`config.mk`:
```
export PLATFORM = sky130hd
export DESIGN_NAME = pixel_fifo
export DESIGN_NICKNAME = d
export VERILOG_FILES = /design/src/logic/raster_pkg.sv /design/src/logic/pixel_fifo.sv
export VERILOG_INCLUDE_DIRS = /design/src /design/src/logic
export SDC_FILE = /design/constraint.sdc
export NUM_CORES = 1
export LEC_CHECK = 0
export BUFFER_PORTS_ARGS = -buffer_cell sky130_fd_sc_hd__buf_2
export CAP_MARGIN = 10
export CORE_MARGIN = 2
export CORE_UTILIZATION = 55
export CTS_BUF_LIST = sky130_fd_sc_hd__clkbuf_8 sky130_fd_sc_hd__clkbuf_16
export CTS_CLUSTER_DIAMETER = 40
export DETAILED_ROUTE_END_ITERATION = 8
export PLACE_DENSITY = 0.76
export RECOVER_POWER = 50
export SLEW_MARGIN = 0
export SYNTH_ARGS = -nofsm -noshare
export SYNTH_HDL_FRONTEND = slang
export SYNTH_SLANG_ARGS = --single-unit
```
`constraint.sdc`:
```
create_clock -name clk -period 8.94 [get_ports clk]
set_input_delay 0.894 -clock clk [delete_from_list [all_inputs] [get_ports clk]]
set_output_delay 0.894 -clock clk [all_outputs]
set_load 0.02 [all_outputs]
```
`src/logic/raster_params.svh`:
```
`ifndef RASTER_PARAMS_SVH
`define RASTER_PARAMS_SVH

// Screen coordinate widths
`define COL_BITS 10
`define ROW_BITS 9

// Signed edge function width
`define EDGE_BITS 24

`define FIFO_DEPTH 8

// APB register map
`define ADDR_BITS 8
`define REG_CTRL 8'h00
`define REG_STATUS 8'h04
`define REG_V0 8'h08
`define REG_V1 8'h0C
`define REG_V2 8'h10
`define REG_COLOR 8'h14

`endif
```
`src/logic/raster_pkg.sv`:
```
`include "raster_params.svh"

package raster_pkg;

    typedef struct packed {
        logic [`COL_BITS-1:0] x;
        logic [`ROW_BITS-1:0] y;
    } vertex_t;

    // RGB666
    typedef struct packed {
        logic [5:0] r;
        logic [5:0] g;
        logic [5:0] b;
    } color_t;

    typedef struct packed {
        vertex_t v0;
        vertex_t v1;
        vertex_t v2;
        color_t  color;
    } triangle_t;

    // Edge value at the box origin and its increments
    typedef struct packed {
        logic signed [`EDGE_BITS-1:0] init;
        logic signed [`EDGE_BITS-1:0] step_x;
        logic signed [`EDGE_BITS-1:0] step_y;
    } edge_t;

    typedef struct packed {
        logic [`COL_BITS-1:0] min_x;
        logic [`COL_BITS-1:0] max_x;
        logic [`ROW_BITS-1:0] min_y;
        logic [`ROW_BITS-1:0] max_y;
        edge_t [2:0]          edges;
        color_t               color;
    } setup_t;

    typedef struct packed {
        logic                 eof;
        logic [`COL_BITS-1:0] x;
        logic [`ROW_BITS-1:0] y;
        color_t               color;
    } pixel_t;

    typedef enum logic [1:0] {
        scan_idle,
        scan_setup,
        scan_row,
        scan_pixel
    } scan_state_t;

    typedef enum logic [1:0] {
        cmd_none,
        cmd_start,
        cmd_flush
    } raster_cmd_t;

endpackage

```
`src/logic/pixel_fifo.sv`:
```
`timescale 1ns/10ps
`include "raster_params.svh"

module pixel_fifo (
    input  logic               clk,
    input  logic               rst,
    input  logic               push,
    input  raster_pkg::pixel_t push_data,
    output logic               full,
    output logic               pix_valid,
    input  logic               pix_ready,
    output raster_pkg::pixel_t pix
);
    import raster_pkg::*;

    localparam int depth = `FIFO_DEPTH;
    localparam int ptr_bits = $clog2(depth);

    pixel_t              mem [depth];
    logic [ptr_bits-1:0] wr_ptr;
    logic [ptr_bits-1:0] rd_ptr;
    logic [ptr_bits:0]   count;
    logic                load;
    logic                pop;
    logic                bypass;
    logic                write;

    assign full = (count == depth[ptr_bits:0]);
    // Output register free or draining this cycle
    assign load = !pix_valid || pix_ready;
    assign pop = load && (count != '0);
    // Word goes straight to the output register when the buffer is empty
    assign bypass = load && (count == '0) && push;
    assign write = push && !full && !bypass;

    always_ff @(posedge clk)
    begin
        if (rst)
        begin
            wr_ptr <= '0;
            rd_ptr <= '0;
            count <= '0;
            pix_valid <= 1'b0;
        end
        else
        begin
            if (write)
                wr_ptr <= wr_ptr + 1'b1;
            if (pop)
                rd_ptr <= rd_ptr + 1'b1;
            if (write && !pop)
                count <= count + 1'b1;
            else if (pop && !write)
                count <= count - 1'b1;
            if (load)
                pix_valid <= pop || bypass;
        end
    end

    always_ff @(posedge clk)
    begin
        if (write)
            mem[wr_ptr] <= push_data;
        if (pop)
            pix <= mem[rd_ptr];
        else if (bypass)
            pix <= push_data;
    end

endmodule

```
==> impl_metrics.toml <==
[placement]
port_buffers = 81
placed_cells = 1183
pre_cts_slack_ns = 4.716
dpl_cell_area_sq_mm = 0.01453
place_hpwl_um = 13590
gp_congestion = 0.7357

[timing]
slew_headroom_pct = -91.54
min_period_ns = 5.398
worstMarginPinSlew_ns = 2.873
fin_skew_ns = 0.01527
max_freq_ghz = 0.1852
finalSetupViolations = 0
rsz0062_at_grt = "no"
fin_ws_ns = 3.542
drv_slew = 81
whs_ns = 0.4928
post-route-period-util_pct = 60.39
setup_tns_ns = 0
hold_violations = 0

[pwr]
power_mw = 5.059
p_comb_share_pct = 25.2
irDropWorstVdd_uv = 205.4
power.switching_mw = 1.578
p_per_area_mw_per_mm2 = 322.1
seqPwrFrac_pct = 43.8
power.internal_mw = 3.481
p_leak_nw = 5.305
p_clk_share_pct = 31.0
switching_share_pct = 31.20

[drt]
wl_per_cell_um = 20.81
routed_wl_um = 26140
drc = 0
drt_iter0_markers = 594
viasPerCell = 5.822
vias = 7313
drt_pass1_iterations = 5
ant_nets = 0

[final_layout]
final_cell_mix = "342 x edfxtp_1, 153 x mux2i_1, 84 x nand2_1"
fin_nets = 948
drive_gt1_share_pct = 9.989
mostFrequentLayoutCell = "edfxtp_1"
layout.cells.non_filler = 1256
final_util_pct = 64.21
area_growth_pct = 13.91
fin_area_sq_mm = 0.01571

[grt]
grt_pass1_wl_um = 40340
grt_pass1_vias = 7255
grt_usage_pct = 20.06
gr-total-overflow = 0
antenna_found_initial = 1
grt_max_degree = 65

[floorplanning]
die_w_um = 162.3
num_rows = 57
ios = 82
core_region_area_sq_mm = 0.02446
die_height_um = 162.3
start_util_pct = 56.37
dieArea_sq_mm = 0.02635

[worst_setup_path]
cp.arrival_ns = 5.81
critPathRequiredTime_ns = 9.35
path_buf_inv = 3
critical_path.cell_chain = "buf_2 -> nand2b_1 -> and2_0 -> inv_4 -> ha_1 -> inv_1 -> ha_1 -> a21oi_1 -> a211oi_1 -> a31oi_1 -> mux2_2"
endpoint_kind = "flip-flop"
critPathMaxStageDelay_ns = 2.10
critPathMaxFanout = 41
worst-setup-path-type = "in -> reg"
worstSetupStartpointType = "input port"
cp_top_family = "simple AND/OR/NAND/NOR gates"
crit_top_cell = "ha_1"
crit_path_top_delay_cell = "and2_0"

[outcome]
outcome = "finished, violations left"
violations = "capacitance limit, slew limit"

[clock_tree]
clkTransAtPathRegs_ns = 0.06
cts_sinks = 356
clock_latency_ns = 0.53
cts_buffer_depth = 3
cts_setup_buffers = 0
ctsResizeCount = 0
numCtsBuffers = 39
cts_tree = "done"
cts_root_buf = "clkbuf_16"
hold_buffers = 0
cts_max_level = 2

[yosys]
synth_warnings = 0
yosysUniqueCellTypes = 29
syn_inst = 811
yosysSeqAreaShare_pct = 76.51
avgSynthCellArea_sq_um = 17.00
yosys.area.top_type = "edfxtp_1"
ys_ff_latch = 356
syn_area_sq_mm = 0.01379
synth_area_leaders = "edfxtp_1 74%, mux2i_1 11%, a22oi_1 4.1%"
netlist.area_leader.share_pct = 74.48
syn_nets = 859

[hold_path]
min_path_type = "reg -> reg"

[run]
cap_violations = 2
==> cells in the mapped netlist <==
cell,n
a211o_1,1
a211oi_1,2
a21oi_1,4
a22oi_1,76
a31oi_1,2
and2_1,2
buf_2,20
buf_6,6
clkbuf_1,18
dfxtp_1,14
edfxtp_1,342
fa_1,1
ha_1,5
inv_1,3
inv_4,1
mux2_2,1
mux2i_1,153
nand2_1,85
nand2b_1,3
nand3_1,40
nor2_1,15
nor2b_1,3
nor3_1,4
nor4_1,2
nor4b_1,1
or4_1,1
xnor2_1,3
xnor2_2,1
xor2_1,2
==> path summary, 6_finish.rpt <==
check	startpoint	end	slack, ns	cells after the start
hold / removal	rd_ptr[1]$_SDFFE_PP0N_	flip-flop	0.49	2
setup reg to reg	count[0]$_SDFFE_PP0P_	count[3]$_SDFFE_PP0P_	3.58	10
hold reg to reg	rd_ptr[1]$_SDFFE_PP0N_	flip-flop	0.49	2
setup / recovery	pix_ready	count[3]$_SDFFE_PP0P_	3.54	11
==> tightest hold or removal path, stage by stage (launching register included) <==
cell and delay (ns):
dfxtp_1 0.32, nand2_1 0.05, a21oi_1 0.07
==> area by class of cell <==
type | count | area [sq um]
sequential | 356 | 10550
inverter | 4 | 17.52
fill | 1689 | 8755
clock buffer | 41 | 1015
antenna | 1 | 2.502
tap | 324 | 405.4
clock inverter | 31 | 271.5
multi-input combinational | 407 | 3054
timing repair buffer | 92 | 387.9
==> logic make-up after synthesis <==
kind of cell | share of synthesized area (%)
and+or+nand+nor | 4.891
AOI/OAI and AO/OA | 4.546
DFF | 76.51
buffers and inverters | 1.833
muxes | 11.19
adders and majority gates | 0.5989
xor gates and xnor gates | 0.4356
==> layer usage <==
metal / vias up / GRT usage (%) / wire (um)
met1: 3682 / 27.54 / 11160
met2: 250 / 33.27 / 12820
met3: 40 / 3.667 / 1738
met5: - / 0 / 0
li1: 3341 / - / -
met4: 0 / 5.953 / 427
==> power by group through the flow <==
stage | Sequential [mW] | Clock [mW] | Combinational [mW]
6_report | 2.22 | 1.57 | 1.27
3_5_place_dp | 2.25 | 0 | 1.30
2_1_floorplan | 2.33 | 0 | 0.884
3_3_place_gp | 2.24 | 0 | 1.28
5_1_grt | 2.24 | 1.66 | 1.39
4_1_cts | 2.21 | 1.58 | 1.31
==> flip-flops by register name, summed over array words and instances, names as in the netlist, named ones only <==
register and flops:
wr_ptr 3, mem 304, count 4, rd_ptr 3, pix 38, pix_valid 1
(Power assumes the default switching activity.)
