$ cat src/logic/raster_params.svh
`ifndef RASTER_PARAMS_SVH
`define RASTER_PARAMS_SVH

// Screen coordinate widths
`define COL_BITS 10
`define ROW_BITS 9

// Signed edge function width
`define EDGE_BITS 24

`define FIFO_DEPTH 8

// APB register map
`define ADDR_BITS 8
`define REG_CTRL 8'h00
`define REG_STATUS 8'h04
`define REG_V0 8'h08
`define REG_V1 8'h0C
`define REG_V2 8'h10
`define REG_COLOR 8'h14

`endif
$ cat src/logic/raster_pkg.sv
`include "raster_params.svh"

package raster_pkg;

    typedef struct packed {
        logic [`COL_BITS-1:0] x;
        logic [`ROW_BITS-1:0] y;
    } vertex_t;

    // RGB666
    typedef struct packed {
        logic [5:0] r;
        logic [5:0] g;
        logic [5:0] b;
    } color_t;

    typedef struct packed {
        vertex_t v0;
        vertex_t v1;
        vertex_t v2;
        color_t  color;
    } triangle_t;

    // Edge value at the box origin and its increments
    typedef struct packed {
        logic signed [`EDGE_BITS-1:0] init;
        logic signed [`EDGE_BITS-1:0] step_x;
        logic signed [`EDGE_BITS-1:0] step_y;
    } edge_t;

    typedef struct packed {
        logic [`COL_BITS-1:0] min_x;
        logic [`COL_BITS-1:0] max_x;
        logic [`ROW_BITS-1:0] min_y;
        logic [`ROW_BITS-1:0] max_y;
        edge_t [2:0]          edges;
        color_t               color;
    } setup_t;

    typedef struct packed {
        logic                 eof;
        logic [`COL_BITS-1:0] x;
        logic [`ROW_BITS-1:0] y;
        color_t               color;
    } pixel_t;

    typedef enum logic [1:0] {
        scan_idle,
        scan_setup,
        scan_row,
        scan_pixel
    } scan_state_t;

    typedef enum logic [1:0] {
        cmd_none,
        cmd_start,
        cmd_flush
    } raster_cmd_t;

endpackage

$ cat src/logic/raster_scan.sv
`timescale 1ns/10ps
`include "raster_params.svh"

module raster_scan (
    input  logic                    clk,
    input  logic                    rst,
    input  raster_pkg::raster_cmd_t cmd,
    output logic                    setup_go,
    input  logic                    setup_done,
    input  raster_pkg::setup_t      setup,
    output logic                    busy,
    input  logic                    full,
    output logic                    push,
    output raster_pkg::pixel_t      push_data
);
    import raster_pkg::*;

    scan_state_t                  state;
    setup_t                       box;
    logic [`COL_BITS-1:0]         cur_x;
    logic [`ROW_BITS-1:0]         cur_y;
    logic signed [`EDGE_BITS-1:0] row_e [3];
    logic signed [`EDGE_BITS-1:0] run_e [3];
    logic                         flush_pend;
    logic                         nonneg;
    logic                         nonpos;
    logic                         covered;
    logic                         stall;
    logic                         last_x;
    logic                         last_y;

    // Inside for either winding
    always_comb
    begin
        nonneg = 1'b1;
        nonpos = 1'b1;
        for (int i = 0; i < 3; i++)
        begin
            if (run_e[i] < 0)
                nonneg = 1'b0;
            if (run_e[i] > 0)
                nonpos = 1'b0;
        end
    end

    assign covered = nonneg || nonpos;
    assign stall = covered && full;
    assign last_x = (cur_x == box.max_x);
    assign last_y = (cur_y == box.max_y);

    assign busy = (state != scan_idle) || flush_pend;
    assign setup_go = (state == scan_idle) && !flush_pend && (cmd == cmd_start);

    //////////////////////////////////////////////////
    // FIFO write port
    //////////////////////////////////////////////////

    always_comb
    begin
        push = 1'b0;
        push_data = '0;
        if (state == scan_pixel)
        begin
            push = covered && !full;
            push_data.x = cur_x;
            push_data.y = cur_y;
            push_data.color = box.color;
        end
        else if (flush_pend)
        begin
            // End-of-frame marker with all other fields zero
            push = !full;
            push_data.eof = 1'b1;
        end
    end

    //////////////////////////////////////////////////
    // Traversal FSM
    //////////////////////////////////////////////////

    always_ff @(posedge clk)
    begin
        if (rst)
        begin
            state <= scan_idle;
            flush_pend <= 1'b0;
        end
        else
        begin
            case (state)
                scan_idle:
                begin
                    if (flush_pend)
                    begin
                        if (!full)
                            flush_pend <= 1'b0;
                    end
                    else if (cmd == cmd_start)
                        state <= scan_setup;
                    else if (cmd == cmd_flush)
                        flush_pend <= 1'b1;
                end
                scan_setup:
                begin
                    if (setup_done)
                        state <= scan_row;
                end
                scan_row:
                    state <= scan_pixel;
                scan_pixel:
                begin
                    if (!stall && last_x)
                        state <= last_y ? scan_idle : scan_row;
                end
                default:
                    state <= scan_idle;
            endcase
        end
    end

    // Coordinates and edge accumulators
    always_ff @(posedge clk)
    begin
        case (state)
            scan_setup:
            begin
                if (setup_done)
                begin
                    box <= setup;
                    cur_y <= setup.min_y;
                    for (int i = 0; i < 3; i++)
                        row_e[i] <= setup.edges[i].init;
                end
            end
            scan_row:
            begin
                cur_x <= box.min_x;
                for (int i = 0; i < 3; i++)
                begin
                    run_e[i] <= row_e[i];
                    row_e[i] <= row_e[i] + box.edges[i].step_y;
                end
            end
            scan_pixel:
            begin
                // Covered pixel waits for FIFO space
                if (!stall)
                begin
                    cur_x <= cur_x + 1'b1;
                    for (int i = 0; i < 3; i++)
                        run_e[i] <= run_e[i] + box.edges[i].step_x;
                    if (last_x)
                        cur_y <= cur_y + 1'b1;
                end
            end
            default:
            begin
            end
        endcase
    end

endmodule

$ cat config.mk
export PLATFORM = sky130hd
export DESIGN_NAME = raster_scan
export DESIGN_NICKNAME = d
export VERILOG_FILES = /design/src/logic/raster_pkg.sv /design/src/logic/raster_scan.sv
export VERILOG_INCLUDE_DIRS = /design/src /design/src/logic
export SDC_FILE = /design/constraint.sdc
export NUM_CORES = 1
export LEC_CHECK = 0
export ABC_AREA = 1
export BUFFER_PORTS_ARGS = -buffer_cell sky130_fd_sc_hd__buf_4
export CAP_MARGIN = 20
export CORE_UTILIZATION = 35
export CTS_CLUSTER_DIAMETER = 200
export DETAILED_ROUTE_END_ITERATION = 6
export HOLD_SLACK_MARGIN = 0.06
export PLACE_DENSITY = 0.62
export SYNTH_ARGS = -nofsm -noshare
export SYNTH_HDL_FRONTEND = slang
export SYNTH_SLANG_ARGS = --single-unit
export TNS_END_PERCENT = 1
$ cat constraint.sdc
create_clock -name clk -period 11.8 [get_ports clk]
set_clock_uncertainty 0.1 [all_clocks]
set_input_delay 1.77 -clock clk [delete_from_list [all_inputs] [get_ports clk]]
set_output_delay 1.77 -clock clk [all_outputs]
set_load 0.05 [all_outputs]
==> results.json <==
{
  "status": "completed",
  "dieArea_um2": 62900,
  "area_growth_pct": 22.2,
  "critPathMostFrequentCell": "buf_4",
  "p_int_mw": 2.99,
  "multi_input_area_um2": 9910,
  "cts_tree": "yes",
  "combPwrFrac_pct": 30.4,
  "ys_warn_count": 0,
  "cts_root_buf": "clkbuf_16",
  "fill_cells": 6009,
  "grt_pass1_wl_mm": 101,
  "yosysUniqueCellTypes": 42,
  "clock_latency_ns": 0.59,
  "cts_buffer_depth": 3,
  "hold_path_class": "flip-flop to flip-flop",
  "r2r_end": "run_e[0][15]",
  "finalCriticalPeriod_ns": 4.18,
  "irDropWorstVdd_mv": 0.103,
  "path_depth": 4,
  "worstSetupStartpointType": "input pin",
  "tns_ns": 0,
  "layout_worst_path_cycle_share_pct": 35.4,
  "ioPinCount": 319,
  "holdBufCountCts": 0,
  "postSynthAreaPerCell_um2": 8.66,
  "p_sw_mw": 1.56,
  "setup_viol": 0,
  "cts_max_level": 2,
  "path_cells": "buf_4 > inv_1 > nor3_1 > buf_4",
  "muxShareOfSynthArea_pct": 0,
  "end_kind": "output port",
  "grt-ovfl-total": 0,
  "drive_above_1_share_pct": 14.6,
  "syn_nets": 2926,
  "drtAntennaViolNets": 0,
  "finalPower_mw": 4.55,
  "place_hpwl_mm": 49.7,
  "route.detailed.drc": 0,
  "grt_pass1_vias": 18972,
  "crit_fanout": 3,
  "cp_slowest_stage_delay_ns": 0.22,
  "clock.fmax_mhz": 239,
  "slew-limit-headroom_pct": 29.0,
  "synth-seq-cells": 357,
  "power.share.sequential_pct": 37.9,
  "ctsResizeCount": 0,
  "min_from": "flush_pend",
  "synth_compound_area_share_pct": 10.1,
  "switching_share_pct": 34.2,
  "drt-total-wl_mm": 64.2,
  "core_um2": 60800,
  "finalNetCount": 3262,
  "grt_max_degree": 102,
  "max_cap_viol_count": 0,
  "rsz0062_at_grt": "false",
  "port_buffers": 318,
  "die_h_um": 251,
  "required_ns": 9.93,
  "holdWs_ns": 0.401,
  "cp.arrival_ns": 2.31,
  "clock_sinks": 357,
  "syn_inst": 2502,
  "path_buf_inv": 3,
  "postCtsSetupBuffers": 0,
  "synthXorXnorAreaFrac_pct": 3.52,
  "synth_simple_gate_area_share_pct": 23.3,
  "die_width_um": 251,
  "grt.total_usage_pct": 20.4,
  "ff_latch_area_um2": 10700,
  "vias_per_cell": 5.05,
  "rows": 90,
  "synth_top_family_by_area": "simple AND/OR/NAND/NOR gates",
  "r2r_setup_slack_ns": 8.28,
  "whs_endpoint": "flush_pend",
  "clkPwrFrac_pct": 31.7,
  "rr_startpoint": "run_e[0][68]",
  "drtIter0Drc": 1160,
  "start_util_pct": 35.6,
  "ys_seq_area_share_pct": 49.3,
  "synth.cell_area_um2": 21700,
  "gp_congestion": 0.938,
  "synthAdderAreaFrac_pct": 8.64,
  "hold_depth": 2,
  "worst-setup-path-type": "input pin to output port",
  "critPathSlowestCell": "buf_4",
  "finalHoldViolCount": 0,
  "cts.clk_slew.worst_paths_ns": 0.06,
  "grt_antenna_before_repair": 1,
  "cts_buffers": 45,
  "vias": 18482,
  "cpLargestDelayFamily": "buffers and inverters",
  "slew_viol_final": 0,
  "worst_pin_slew_ns": 1.07,
  "p_leak_nw": 11.6,
  "dr.pass1.iters": 5,
  "reg2regPathDepth": 11,
  "wl_per_cell_um": 17.6,
  "power_density_nw_per_um2": 172
}
[worst min-delay path, stage by stage, from the launching register on]
cell     delay, ns
dfxtp_1       0.32
o21ai_0       0.08
a21oi_1       0.06
[metrics by stage]
step                      instances  cell area, um^2  worst slack [ns]  utilization (%)
after floorplan                2502            21700              1.26                -
after global placement         3573            24900              7.60             41.0
after detailed placement       3573            24900              7.61             41.0
after CTS                      3656            26500              7.59             43.5
after global routing           3656            26500              7.44             43.5
final                          3658            26500              7.62             43.5
[flip-flops by register name, indices dropped and copies added (netlist names)]
signal / flops
state: 2
box: 191
cur_y: 9
run_e: 72
flush_pend: 1
cur_x: 10
row_e: 72
[cell usage in the layout, fill, tap and decap left out, types with 7 or more instances in the layout]
cell | Yosys | final
nand3_1 | 156 | 156
xnor2_1 | 64 | 64
nand2_1 | 713 | 711
clkinv_1 | 0 | 7
buf_4 | 0 | 327
inv_1 | 237 | 236
o21bai_1 | 8 | 8
o21a_1 | 7 | 7
clkinv_2 | 0 | 11
a21oi_1 | 165 | 165
edfxtp_1 | 354 | 354
bufinv_16 | 0 | 7
or2_2 | 7 | 7
nor2_1 | 241 | 240
nand4_1 | 48 | 48
o21ai_0 | 162 | 161
nor3_1 | 34 | 34
and2_1 | 7 | 7
nand3b_1 | 9 | 9
o21ai_1 | 32 | 32
clkbuf_16 | 0 | 47
xor2_1 | 23 | 23
ha_1 | 140 | 140
[synth_stat cells (all sizes together)]
cell      n  area, um^2
o21ai   197         997
fa        6         120
edfxtp  354       10600
nor3     34         170
o211ai    5        37.5
xnor2    64         561
and2      7        43.8
a211oi    1        7.51
nor4      5        31.3
a21oi   165         826
nor2    242         911
buf      16         125
nand4    48         300
o31ai     6        45.0
a22oi     3        22.5
dfxtp     3        60.1
inv     238         893
ha      140        1750
nand2   716        2700
nand3   156         781
xor2     23         201
a21o      6        45.0
or2       7        43.8
a221o     3        30.0
o21bai    8        60.1
a31oi     6        37.5
a31o      1        8.76
a21boi    3        22.5
o22ai     1        6.26
nand3b    9        67.6
o21a      7        52.6
clkbuf   22        82.6
[per-layer routing]
metal / share of wire, % / GRT usage, % / vias to the layer above
li1: - / - / 9263
met1: 45 / 26.7 / 8654
met2: 47 / 34.9 / 485
met3: 5.1 / 3.00 / 80
met4: 2.4 / 5.92 / 0
met5: 0 / 0 / -
[logic make-up after synthesis]
family,after synthesis
DFF,357
and+or+nand+nor,1224
xor gates and xnor gates,87
adders and majority gates,146
buffers and inverters,276
AOI/OAI and AO/OA,412
[how the worst max path moves through the flow]
stage	startpoint	end
global route	run_e[0][42]	push
global placement	cmd[0]	setup_go
CTS	run_e[0][44]	push
finish	cmd[0]	setup_go
detailed placement	cmd[0]	setup_go
floorplan	setup_done	box[0]
[power by group through the flow]
stage	Clock [mW]	Combinational (mW)	Sequential, mW
finish	1.44	1.38	1.73
detailed placement	0	1.37	1.75
global route	1.52	1.56	1.74
global placement	0	1.36	1.75
floorplan	0	0.985	1.73
CTS	1.48	1.38	1.73
[layout make-up]
class	instances	share of cell area, %
Antenna cell	2	0.0189
Clock buffer	52	4.51
Clock inverter	31	1.30
Inverter	238	3.38
Multi-Input combinational cell	1869	37.4
Sequential cell	357	40.4
Tap cell	782	3.70
Timing Repair Buffer	327	9.27
No activity file was read; power rests on OpenSTA's default activity.
