### config.mk
export PLATFORM = sky130hd
export DESIGN_NAME = raster_regs
export DESIGN_NICKNAME = d
export VERILOG_FILES = /design/src/logic/raster_pkg.sv /design/src/logic/raster_regs.sv
export VERILOG_INCLUDE_DIRS = /design/src /design/src/logic
export SDC_FILE = /design/constraint.sdc
export NUM_CORES = 1
export LEC_CHECK = 0
export BUFFER_PORTS_ARGS = -buffer_cell sky130_fd_sc_hd__buf_2
export CORE_UTILIZATION = 54
export CTS_BUF_LIST = sky130_fd_sc_hd__clkbuf_4 sky130_fd_sc_hd__clkbuf_8
export CTS_CLUSTER_DIAMETER = 200
export DETAILED_ROUTE_END_ITERATION = 10
export GPL_ROUTABILITY_DRIVEN = 0
export GPL_TIMING_DRIVEN = 0
export PLACE_DENSITY = 0.86
export SLEW_MARGIN = 40
export SYNTH_ARGS = -nofsm -noshare
export SYNTH_HDL_FRONTEND = slang
export SYNTH_SLANG_ARGS = --single-unit
### constraint.sdc
create_clock -name clk -period 3.3 [get_ports clk]
set_input_delay 0 -clock clk [delete_from_list [all_inputs] [get_ports clk]]
set_output_delay 0 -clock clk [all_outputs]
set_load 0.01 [all_outputs]
### src/logic/raster_params.svh
`ifndef RASTER_PARAMS_SVH
`define RASTER_PARAMS_SVH

// Screen coordinate widths
`define COL_BITS 10
`define ROW_BITS 9

// Signed edge function width
`define EDGE_BITS 24

`define FIFO_DEPTH 8

// APB register map
`define ADDR_BITS 8
`define REG_CTRL 8'h00
`define REG_STATUS 8'h04
`define REG_V0 8'h08
`define REG_V1 8'h0C
`define REG_V2 8'h10
`define REG_COLOR 8'h14

`endif
### src/logic/raster_pkg.sv
`include "raster_params.svh"

package raster_pkg;

    typedef struct packed {
        logic [`COL_BITS-1:0] x;
        logic [`ROW_BITS-1:0] y;
    } vertex_t;

    // RGB666
    typedef struct packed {
        logic [5:0] r;
        logic [5:0] g;
        logic [5:0] b;
    } color_t;

    typedef struct packed {
        vertex_t v0;
        vertex_t v1;
        vertex_t v2;
        color_t  color;
    } triangle_t;

    // Edge value at the box origin and its increments
    typedef struct packed {
        logic signed [`EDGE_BITS-1:0] init;
        logic signed [`EDGE_BITS-1:0] step_x;
        logic signed [`EDGE_BITS-1:0] step_y;
    } edge_t;

    typedef struct packed {
        logic [`COL_BITS-1:0] min_x;
        logic [`COL_BITS-1:0] max_x;
        logic [`ROW_BITS-1:0] min_y;
        logic [`ROW_BITS-1:0] max_y;
        edge_t [2:0]          edges;
        color_t               color;
    } setup_t;

    typedef struct packed {
        logic                 eof;
        logic [`COL_BITS-1:0] x;
        logic [`ROW_BITS-1:0] y;
        color_t               color;
    } pixel_t;

    typedef enum logic [1:0] {
        scan_idle,
        scan_setup,
        scan_row,
        scan_pixel
    } scan_state_t;

    typedef enum logic [1:0] {
        cmd_none,
        cmd_start,
        cmd_flush
    } raster_cmd_t;

endpackage

### src/logic/raster_regs.sv
`timescale 1ns/10ps
`include "raster_params.svh"

module raster_regs (
    input  logic                    clk,
    input  logic                    rst,
    input  logic                    psel,
    input  logic                    penable,
    input  logic                    pwrite,
    input  logic [`ADDR_BITS-1:0]   paddr,
    input  logic [31:0]             pwdata,
    output logic [31:0]             prdata,
    output logic                    pready,
    input  logic                    busy,
    output raster_pkg::triangle_t   triangle,
    output raster_pkg::raster_cmd_t cmd
);
    import raster_pkg::*;

    localparam int vertex_bits = $bits(vertex_t);
    localparam int color_bits = $bits(color_t);

    logic wr_access;

    // No wait states
    assign pready = 1'b1;
    assign wr_access = psel && penable && pwrite;

    //////////////////////////////////////////////////
    // Register writes
    //////////////////////////////////////////////////

    always_ff @(posedge clk)
    begin
        if (rst)
        begin
            triangle <= '0;
            cmd <= cmd_none;
        end
        else
        begin
            cmd <= cmd_none;
            if (wr_access)
            begin
                case (paddr)
                    `REG_CTRL:
                    begin
                        // Start wins over flush
                        if (pwdata[0])
                            cmd <= cmd_start;
                        else if (pwdata[1])
                            cmd <= cmd_flush;
                    end
                    `REG_V0:
                        triangle.v0 <= pwdata[vertex_bits-1:0];
                    `REG_V1:
                        triangle.v1 <= pwdata[vertex_bits-1:0];
                    `REG_V2:
                        triangle.v2 <= pwdata[vertex_bits-1:0];
                    `REG_COLOR:
                        triangle.color <= pwdata[color_bits-1:0];
                    default:
                    begin
                    end
                endcase
            end
        end
    end

    //////////////////////////////////////////////////
    // Read mux
    //////////////////////////////////////////////////

    always_comb
    begin
        case (paddr)
            `REG_STATUS:
                prdata = {31'b0, busy};
            `REG_V0:
                prdata = 32'(triangle.v0);
            `REG_V1:
                prdata = 32'(triangle.v1);
            `REG_V2:
                prdata = 32'(triangle.v2);
            `REG_COLOR:
                prdata = 32'(triangle.color);
            default:
                prdata = 32'b0;
        endcase
    end

endmodule

==> results of run 1 <==
==> worst max-delay path, delay by kind of cell <==
kind            cells  cell delay (ns)
buf+inv             4             1.17
simple gates        2             0.56
compound gates      1             0.26
==> routing by layer <==
metal  GRT usage (%)  routed length [µm]  vias up
met4            14.1                 363        0
met2            47.5                5090      209
met1            37.6                4370     1637
li1                -                   -     1567
met5               0                   0        -
met3            5.97                 882       34
==> logic make-up (layout without fill, tap and decap cells) <==
logic type / Yosys count / in the layout / synth area share, %
compound gates: 20 / 20 / 5.10
buf+inv: 43 / 190 / 7.15
flops: 77 / 77 / 40.6
mux: 95 / 95 / 25.1
other cells: 2 / 14 / 0.198
simple gates: 132 / 132 / 21.9
==> cells in the final DEF, fill, tap and decap left out, types with 2 or more instances in the layout <==
cell,Yosys,final
clkbuf_1,17,17
nor3_1,19,19
clkinv_2,0,2
or4_4,2,2
clkbuf_4,0,3
or3_1,4,4
buf_1,2,2
buf_4,15,15
mux2i_1,93,93
nand2b_1,94,94
a221o_1,17,17
dfxtp_1,77,77
buf_6,7,7
buf_2,1,127
conb_1,2,14
dlygate4sd3_1,0,6
mux2_2,2,2
clkbuf_8,0,10
==> layout make-up <==
| class | instances | area [µm²] |
|---|---|---|
| Tap cell | 96 | 120 |
| Buffer | 42 | 268 |
| Clock buffer | 13 | 160 |
| Fill cell | 518 | 1950 |
| Multi-Input combinational cell | 261 | 2050 |
| Clock inverter | 2 | 10.0 |
| Inverter | 1 | 3.75 |
| Sequential cell | 77 | 1540 |
| Timing Repair Buffer | 132 | 691 |
==> what timing repair did <==
action	4_1_cts	5_1_grt
endpoints found under the hold margin	9	0
resized for setup	0	0
hold buffers	6	0
setup endpoints to repair	0	0
==> worst max path at each step <==
stage | from | endpoint | slack, ns
final | paddr[1] | prdata[9] | 1.31
after floorplan | paddr[1] | triangle[41] | 1.82
after CTS | paddr[1] | prdata[9] | 1.34
after detailed placement | paddr[1] | prdata[9] | 1.36
after global placement | paddr[5] | prdata[9] | 1.23
after global routing | paddr[1] | prdata[9] | 1.19
==> power groups by stage <==
stage	Sequential, mW	Clock (mW)	Combinational, mW
final	0.929	0.640	0.135
after global routing	0.929	0.681	0.144
after CTS	0.929	0.643	0.132
after detailed placement	0.951	0	0.126
after global placement	0.951	0	0.123
after floorplan	0.951	0	0.0802
==> registers in the layout, indices dropped and copies added (netlist names) <==
signal and cells:
cmd 2, triangle 75
==> metrics by stage <==
| stage | worst slack [ns] | util, % |
|---|---|---|
| floorplan | 1.82 | - |
| global placement | 1.23 | 67.6 |
| detailed placement | 1.36 | 67.8 |
| CTS | 1.34 | 71.2 |
| global route | 1.19 | 71.3 |
| finish | 1.31 | 71.3 |
==> qor.yml, run 1 <==
final_cell_area_mm2: 0.00484
synthFlopType: "dfxtp_1"
power_frac_seq_pct: 54.5
vias: 3447
ff2ff_path_depth: 2
htree_num_levels: 3
yosys.area.top_type: "dfxtp_1"
portBuffers: 126
clock.fmax_mhz: 501
synth-async-reset-ratio_pct: 0
drive_gt1_share_pct: 32.6
grt_start_max_net_pins: 12
clk_latency_ns: 0.35
setup_tns_ns: 0
drt_first_pass_iters: 4
die_w_um: 85.9
hold_slack_ns: 0.000392
synth_top_cell_area_share_pct: 40.6
holdCritPathClass: "in2reg"
slowest_delay_ns: 0.53
cp.arrival_ns: 1.99
area_growth_pct: 27.4
p_sw_mw: 0.401
powerDensity_mw_per_mm2: 352
status: "finished clean"
cts_tree: "built"
synthTopCellsByArea: "dfxtp_1 41%, mux2i_1 24%, nand2b_1 15%, a221o_1 4.5%, buf_4 3.0%"
wl_um: 10700
cts_root_buf: "clkbuf_8"
switching_share_pct: 23.5
grt_pass1_vias: 3211
ant_nets: 0
min_period_over_period_pct: 60.5
coreArea_mm2: 0.00679
r2r_start: "triangle[4]"
cts_made_buffers: 9
crit_chain: "buf_2, nor3_1, and4_1, clkbuf_1, clkbuf_1, a221o_1, buf_2"
period_minus_slack_ns: 1.99
yosysWarnings: 0
syn_inst: 369
critical_path_class: "in2out"
slew_violations: 0
place_inst: 603
skew_ns: 0
worstPathRequired_ns: 3.30
num_antenna_cells: 0
io_pins: 156
row_count: 30
p_int_mw: 1.30
antenna_found_initial: 0
power_mw: 1.70
power_frac_comb_pct: 7.9
synth_edf_count: 0
grt_overflow: 0
fp.dieH_um: 85.9
path_max_fanout: 10
nets: 570
grt.total_usage_pct: 29.4
cts.sinks: 77
rr_endpoint: "triangle[4]"
rsz0062_at_grt: "false"
drt_iter0_drc: 214
cts.path.max_buffers: 2
clockPowerShare_pct: 37.6
min_to: "triangle[2]"
max-cap-violations: 0
start_util_pct: 55.9
stdcell_count: 624
synth-seq-area-share_pct: 40.6
grt_pass1_wl_um: 16400
dpl.hpwl_um: 7660
crit_path_end_kind: "primary output"
hold_viol: 0
r2r_setup_slack_ns: 2.58
yosysMostFrequentCell: "nand2b_1"
die_area_mm2: 0.00738
wl_per_cell_um: 17.2
postSynthAreaPerCell_um2: 10.3
dpl_cell_area_mm2: 0.00460
setup_viol: 0
tightest_slew_ns: 0.828
clkTransAtPathRegs_ns: 0.08
postCtsSetupRepairBufs: 0
ir_drop_mv: 0.252
synth.distinct_cells: 30
hold_depth: 3
hp-start: "pwdata[2]"
power.leakage_nw: 2.54
via_per_inst: 5.52
netlist_area_mm2: 0.00380
drc_errors: 0
critPathLaunchType: "input port"
critPathSlowestCell: "clkbuf_1"
yosys-top-cells-count: "94 x nand2b_1, 93 x mux2i_1, 77 x dfxtp_1"
synth-seq-cells: 77
slew_headroom_pct: 44.8
No activity file was read; power rests on OpenSTA's default activity.
==> run 2: changes to the inputs <==
--- a/config.mk
+++ b/config.mk
@@ -7,13 +7,13 @@
 export NUM_CORES = 1
 export LEC_CHECK = 0
 export BUFFER_PORTS_ARGS = -buffer_cell sky130_fd_sc_hd__buf_2
-export CORE_UTILIZATION = 54
+export CORE_UTILIZATION = 50
 export CTS_BUF_LIST = sky130_fd_sc_hd__clkbuf_4 sky130_fd_sc_hd__clkbuf_8
 export CTS_CLUSTER_DIAMETER = 200
 export DETAILED_ROUTE_END_ITERATION = 10
 export GPL_ROUTABILITY_DRIVEN = 0
 export GPL_TIMING_DRIVEN = 0
-export PLACE_DENSITY = 0.86
+export PLACE_DENSITY = 0.81
 export SLEW_MARGIN = 40
 export SYNTH_ARGS = -nofsm -noshare
 export SYNTH_HDL_FRONTEND = slang
==> constraint.sdc (replaced) <==
create_clock -name clk -period 2.09 [get_ports clk]
set_input_delay 0 -clock clk [delete_from_list [all_inputs] [get_ports clk]]
set_output_delay 0 -clock clk [all_outputs]
set_load 0.01 [all_outputs]
==> run 2 against run 1 <==
Clock skew unchanged. Critical path type unchanged. Non-clock buffer count up 2. Largest cell class unchanged. Hold slack better by 0.00071 ns.
==> qor.yml, run 2 (same netlist as run 1, synthesis figures left out) <==
status: "finished clean"  # unchanged
antenna_found_initial: 0  # unchanged
switching_share_pct: 24.8  # was 23.5%
postCtsSetupRepairBufs: 0  # unchanged
top_layer: "met4"  # unchanged
power.leakage_nw: 2.55  # was 2.54 nW
power_frac_comb_pct: 8.1  # was 7.9%
path_max_fanout: 10  # unchanged
ant_nets: 0  # unchanged
io_pins: 156  # unchanged
fp.dieH_um: 89.2  # was 85.9 µm
crit_chain: "clkbuf_1, and4_1, clkbuf_1, clkbuf_1, a221o_1, buf_2"  # was buf_2, nor3_1, and4_1, clkbuf_1, clkbuf_1, a221o_1, buf_2
ctsResizeCount: 0  # unchanged
htree_num_levels: 3  # unchanged
hold_viol: 0  # unchanged
crit_top_cell: "clkbuf_1"
drt_first_pass_iters: 4  # unchanged
cp.arrival_ns: 1.96  # was 1.99 ns
row_count: 31  # was 30
via_per_inst: 5.36  # was 5.52
grt_pass1_vias: 3179  # was 3211
nets: 572  # was 570
portBuffers: 126  # unchanged
period_minus_slack_ns: 1.96
cts.path.max_buffers: 2  # unchanged
dpl.hpwl_um: 7750  # was 7660 µm
drive_gt1_share_pct: 32.8  # was 32.6%
final_cell_mix: "127 x buf_2, 94 x nand2b_1, 93 x mux2i_1"  # unchanged
cts.sinks: 77  # unchanged
cts_hold_buf: 8  # was 6
critical_path_class: "in2out"  # unchanged
wl_per_cell_um: 17.5  # was 17.2 µm
clk_latency_ns: 0.35  # about the same
grt_overflow: 0  # unchanged
stdcell_count: 630  # was 624
wl_met3_um: 551  # was 882 µm
tightest_slew_ns: 0.883  # was 0.828 ns
holdCritPathClass: "in2reg"  # unchanged
powerDensity_mw_per_mm2: 551  # was 352 mW/mm²
slew_headroom_pct: 41.1  # was 44.8%
slew_violations: 0  # unchanged
rr_endpoint: "triangle[17]"  # was triangle[4]
setup_tns_ns: 0  # unchanged
wl_um: 11000  # was 10700 µm
p_sw_mw: 0.664  # was 0.401 mW
slowest_delay_ns: 0.55  # was 0.53 ns
hold_slack_ns: 0.00111  # was 0.000392 ns
power_frac_seq_pct: 54.7  # was 54.5%
rsz0062_at_grt: "false"  # unchanged
ir_drop_mv: 0.460  # was 0.252 mV
start_util_pct: 52.1  # was 55.9%
grt_start_max_net_pins: 13  # was 12
cts_root_buf: "clkbuf_8"  # unchanged
fin_ws_ns: 0.126  # was 1.31 ns
finish.utilization_pct: 66.7  # was 71.3%
die_w_um: 89.2  # was 85.9 µm
grt.total_usage_pct: 28.3  # was 29.4%
drc_errors: 0  # unchanged
num_antenna_cells: 0  # unchanged
clockPowerShare_pct: 37.2  # was 37.6%
coreArea_mm2: 0.00729  # was 0.00679 mm²
crit_path_end_kind: "primary output"  # unchanged
route.met2.wl_um: 5360  # was 5090 µm
skew_ns: 0  # unchanged
critPathSlowestCell: "clkbuf_1"  # unchanged
layout_commonest_cell: "buf_2"  # unchanged
drt_iter0_drc: 170  # was 214
top_regs: "triangle: 75 flops, cmd: 2 flops"  # unchanged
cts_tree: "built"  # unchanged
top_register: "triangle"  # unchanged
hold_depth: 3  # unchanged
critPathLaunchType: "input port"  # unchanged
crit_buf_inv: 4  # unchanged
hp-start: "pwdata[2]"  # unchanged
p_int_mw: 2.02  # was 1.30 mW
wl_met1_um: 4820  # was 4370 µm
min_period_over_period_pct: 94.0
min_to: "triangle[20]"  # was triangle[2]
area_growth_pct: 28.0  # was 27.4%
clock.fmax_mhz: 509
cts_made_buffers: 9  # unchanged
max-cap-violations: 0  # unchanged
ff2ff_path_depth: 2  # unchanged
grt_pass1_wl_um: 16400  # about the same
worstPathRequired_ns: 2.09  # was 3.30 ns
startpoint: "paddr[2]"  # was paddr[1]
r2r_setup_slack_ns: 1.39  # was 2.58 ns
largest_reg_flops: 75  # unchanged
place_ws_ns: 0.148  # was 1.36 ns
clkTransAtPathRegs_ns: 0.08  # about the same
place_inst: 606  # was 603
fillers: 603  # was 518
vias: 3376  # was 3447
cp_top_family: "buffers and inverters"  # unchanged
setup_viol: 0  # unchanged
r2r_start: "triangle[17]"  # was triangle[4]
die_area_mm2: 0.00795  # was 0.00738 mm²
run 2: cell types whose count changed in the layout (fill, tap and decap cells not counted), sizes merged:
cell         delta
dlygate4sd3     +2
clkinv          +2
clkbuf          -2
clkinvlp        +1
run 2: cell type report:
cell class              instances  area (µm²)  share of cell area, %
plain buffers                  42         269                   5.53
clock buffers                  11         139                   2.86
clock inverters                 5        27.5                  0.566
inverters                       1        3.75                 0.0772
multi-input cells             261        2050                   42.1
flip-flops and latches         77        1540                   31.7
well taps                      99         124                   2.55
repair buffers                134         711                   14.6
run 2: power groups by stage:
stage	clock, mW	combinational [mW]	sequential, mW
after floorplan	0	0.127	1.50
after CTS	0.990	0.214	1.47
after global routing	1.06	0.234	1.47
final	0.997	0.216	1.47
after detailed placement	0	0.201	1.50
after global placement	0	0.196	1.50
run 2: through the flow:
step                      power (mW)  cell area, µm²
after detailed placement        1.70            4610
after CTS                       2.67            4860
final                           2.68            4860
after global placement          1.70            4600
after global routing            2.76            4860
after floorplan                 1.63            3840
run 2: metal layers:
metal	GRT usage (%)	vias up
li1	-	1577
met2	48.0	126
met4	13.3	0
met1	35.2	1644
met5	0	-
met3	4.89	29
run 2: worst max-delay path by stage:
stage	to	slack [ns]	cells past startpoint
after floorplan	triangle[41]	0.61	5
after CTS	prdata[11]	0.14	7
after global placement	prdata[9]	0.02	6
final	prdata[9]	0.13	6
after global routing	prdata[13]	0.03	7
after detailed placement	prdata[11]	0.15	7
run 2: tightest hold or removal path, delay by kind of cell:
| kind | cells | cell delay (ns) |
|---|---|---|
| buf+inv | 1 | 0.07 |
| mux | 1 | 0.14 |
| simple gates | 1 | 0.10 |
==> run 3: changes to the inputs <==
--- a/config.mk
+++ b/config.mk
@@ -6,10 +6,13 @@
 export SDC_FILE = /design/constraint.sdc
 export NUM_CORES = 1
 export LEC_CHECK = 0
+export ABC_AREA = 1
+export ABC_CLOCK_PERIOD_IN_PS = 2090
 export BUFFER_PORTS_ARGS = -buffer_cell sky130_fd_sc_hd__buf_2
-export CORE_UTILIZATION = 50
+export CORE_UTILIZATION = 51
 export CTS_BUF_LIST = sky130_fd_sc_hd__clkbuf_4 sky130_fd_sc_hd__clkbuf_8
 export CTS_CLUSTER_DIAMETER = 200
+export CTS_CLUSTER_SIZE = 24
 export DETAILED_ROUTE_END_ITERATION = 10
 export GPL_ROUTABILITY_DRIVEN = 0
 export GPL_TIMING_DRIVEN = 0
==> run 3 against run 2 <==
Die area rose by 2.4%. Setup slack better by 0.59 ns. Via count up 37%. Utilization is 2.9 points higher. Fmax up 43%. Routed wire length is 18% higher.
==> qor.yml, run 3 <==
status: "finished clean"  # unchanged
ff2ff_path_depth: 4  # was 2
die_area_mm2: 0.00814  # was 0.00795 mm²
finish.utilization_pct: 69.6  # was 66.7%
netlist_area_mm2: 0.00397  # was 0.00380 mm²
hold_depth: 5  # was 3
synth.distinct_cells: 21  # was 30
crit_chain: "buf_2, inv_1, nand2_1, nor2_2, clkbuf_1, nand3_1, nand4_1, buf_2"  # was clkbuf_1, and4_1, clkbuf_1, clkbuf_1, a221o_1, buf_2
max-cap-violations: 0  # unchanged
nets: 826  # was 572
ant_nets: 0  # unchanged
dpl.hpwl_um: 8980  # was 7750 µm
fin_ws_ns: 0.716  # was 0.126 ns
critical_path_class: "in2out"  # unchanged
powerDensity_mw_per_mm2: 550  # was 551 mW/mm²
cp_top_family: "buffers and inverters"  # unchanged
clkTransAtPathRegs_ns: 0.08  # about the same
postCtsSetupRepairBufs: 0  # unchanged
stdcell_count: 883  # was 630
cts_hold_buf: 19  # was 8
start_util_pct: 53.6  # was 52.1%
tightest_slew_ns: 0.654  # was 0.883 ns
path_max_fanout: 10  # unchanged
ir_drop_mv: 0.357  # was 0.460 mV
area_growth_pct: 29.8  # was 28.0%
die_w_um: 90.2  # was 89.2 µm
yosys.area.top_type: "dfxtp_1"  # unchanged
rr_endpoint: "triangle[17]"  # unchanged
layout_commonest_cell: "nor2_1"  # was buf_2
clk_latency_ns: 0.35  # about the same
io_pins: 156  # unchanged
grt_overflow: 0  # unchanged
clock.fmax_mhz: 728  # was 509 MHz
num_antenna_cells: 0  # unchanged
yosys-top-cells-count: "148 x nor2_1, 140 x nand2_1, 98 x nand3_1"  # was 94 x nand2b_1, 93 x mux2i_1, 77 x dfxtp_1
grt_pass1_wl_um: 21100  # was 16400 µm
drt_iter0_drc: 364  # was 170
critPathSlowestCell: "clkbuf_1"  # unchanged
yosysMostFrequentCell: "nor2_1"  # was nand2b_1
synth-seq-area-share_pct: 38.8  # was 40.6%
drt_first_pass_iters: 5  # was 4
grt_pass1_vias: 4321  # was 3179
place_ws_ns: 0.754  # was 0.148 ns
crit_buf_inv: 4  # unchanged
wl_met1_um: 5160  # was 4820 µm
crit_top_cell: "buf_2"  # was clkbuf_1
min_to: "triangle[74]"  # was triangle[20]
cp.arrival_ns: 1.37  # was 1.96 ns
setup_viol: 0  # unchanged
largest_reg_flops: 75  # unchanged
skew_ns: 0  # unchanged
drc_errors: 0  # unchanged
power_mw: 2.84  # was 2.68 mW
place_inst: 849  # was 606
grt_start_max_net_pins: 13  # unchanged
cts_root_buf: "clkbuf_8"  # unchanged
synth-async-reset-ratio_pct: 0  # unchanged
syn_inst: 610  # was 369
critPathLaunchType: "input port"  # unchanged
row_count: 31  # unchanged
synth_edf_count: 0  # unchanged
ctsResizeCount: 0  # unchanged
cts_made_buffers: 9  # unchanged
cts.sinks: 77  # unchanged
via_per_inst: 5.24  # was 5.36
synth_top_cell_area_share_pct: 38.8  # was 40.6%
htree_num_levels: 3  # unchanged
route.met2.wl_um: 6210  # was 5360 µm
vias: 4630  # was 3376
wl_met3_um: 1400  # was 551 µm
worstPathRequired_ns: 2.09  # about the same
fp.dieH_um: 90.2  # was 89.2 µm
coreArea_mm2: 0.00741  # was 0.00729 mm²
holdCritPathClass: "in2reg"  # unchanged
setup_tns_ns: 0  # unchanged
wl_per_cell_um: 14.8  # was 17.5 µm
slowest_delay_ns: 0.54  # was 0.55 ns
wl_um: 13100  # was 11000 µm
hold_viol: 0  # unchanged
cts_tree: "built"  # unchanged
drive_gt1_share_pct: 27.3  # was 32.8%
crit_path_end_kind: "primary output"  # unchanged
synthFlopType: "dfxtp_1"  # unchanged
r2r_setup_slack_ns: 1.37  # was 1.39 ns
r2r_start: "triangle[17]"  # unchanged
portBuffers: 128  # was 126
synthTopCellsByArea: "dfxtp_1 39%, nor2_1 14%, nand2_1 13%, nand3_1 12%, inv_1 4.3%"  # was dfxtp_1 41%, mux2i_1 24%, nand2b_1 15%, a221o_1 4.5%, buf_4 3.0%
synth-seq-cells: 77  # unchanged
grt.total_usage_pct: 32.7  # was 28.3%
slew_violations: 0  # unchanged
rsz0062_at_grt: "false"  # unchanged
fillers: 650  # was 603
power.leakage_nw: 2.76  # was 2.55 nW
antenna_found_initial: 0  # unchanged
top_regs: "triangle: 75 flops, cmd: 2 flops"  # unchanged
cts.path.max_buffers: 2  # unchanged
final_cell_mix: "148 x nor2_1, 141 x buf_2, 140 x nand2_1"  # was 127 x buf_2, 94 x nand2b_1, 93 x mux2i_1
top_register: "triangle"  # unchanged
postSynthAreaPerCell_um2: 6.51  # was 10.3 µm²
yosysWarnings: 0  # unchanged
slew_headroom_pct: 56.4  # was 41.1%
top_layer: "met4"  # unchanged
hp-start: "pwdata[18]"  # was pwdata[2]
period_minus_slack_ns: 1.37  # was 1.96 ns
min_period_over_period_pct: 65.7  # was 94.0%
[run 3: changes by cell type after synthesis, moves of 45 or more]
cell / change
nand3_1: +98
nand2_1: +140
nor2_1: +147
inv_1: +45
mux2i_1: -93
nand2b_1: -94
[run 3: power breakdown]
| group | switching, mW | internal, mW | leakage (nW) | total [mW] |
|---|---|---|---|---|
| clock | 0.563 | 0.553 | 0.0953 | 1.12 |
| combinational | 0.158 | 0.0962 | 2.05 | 0.254 |
| sequential | 0.000822 | 1.47 | 0.620 | 1.47 |
[run 3: metrics by stage]
step	instance area, µm²	hold WS, ns
after floorplan	4020	0.0790
final	5150	0.0445
after CTS	5150	0.0328
after detailed placement	4780	0.219
after global placement	4780	0.206
after global routing	5150	0.0802
[run 3: worst max-delay path by stage]
stage | startpoint | cells after the start | end
4_1_cts | paddr[0] | 9 | prdata[13]
6_report | paddr[5] | 8 | prdata[7]
5_1_grt | paddr[0] | 9 | prdata[13]
3_3_place_gp | paddr[0] | 9 | prdata[13]
3_5_place_dp | paddr[0] | 9 | prdata[13]
2_1_floorplan | paddr[5] | 6 | triangle[41]
[run 3: kinds of logic after synthesis]
kind of cell	count (synthesis)	synth area share, %
DFF	77	38.8
buffers and inverters	99	12.7
other	2	0.189
and+or+nand+nor	432	48.3
[run 3: area by class of cell]
cell class | count | area [µm²] | area share, %
Buffer | 49 | 317 | 6.14
Clock buffer | 10 | 131 | 2.55
Clock inverter | 5 | 52.6 | 1.02
Inverter | 50 | 188 | 3.64
Multi-Input combinational cell | 446 | 1970 | 38.2
Sequential cell | 77 | 1540 | 29.9
Tap cell | 99 | 124 | 2.40
Timing Repair Buffer | 147 | 831 | 16.1
[run 3: routing by layer]
metal / GRT usage, % / vias to the layer above
li1: - / 2208
met1: 40.7 / 2088
met2: 55.8 / 303
met3: 4.99 / 31
met4: 14.8 / 0
met5: 0 / -
[run 3: worst register-to-register path, stage by stage, from the launching register on]
cell	delay (ns)
dfxtp_1	0.39
inv_1	0.07
nand2_1	0.06
nand2_1	0.06
nor2_1	0.10
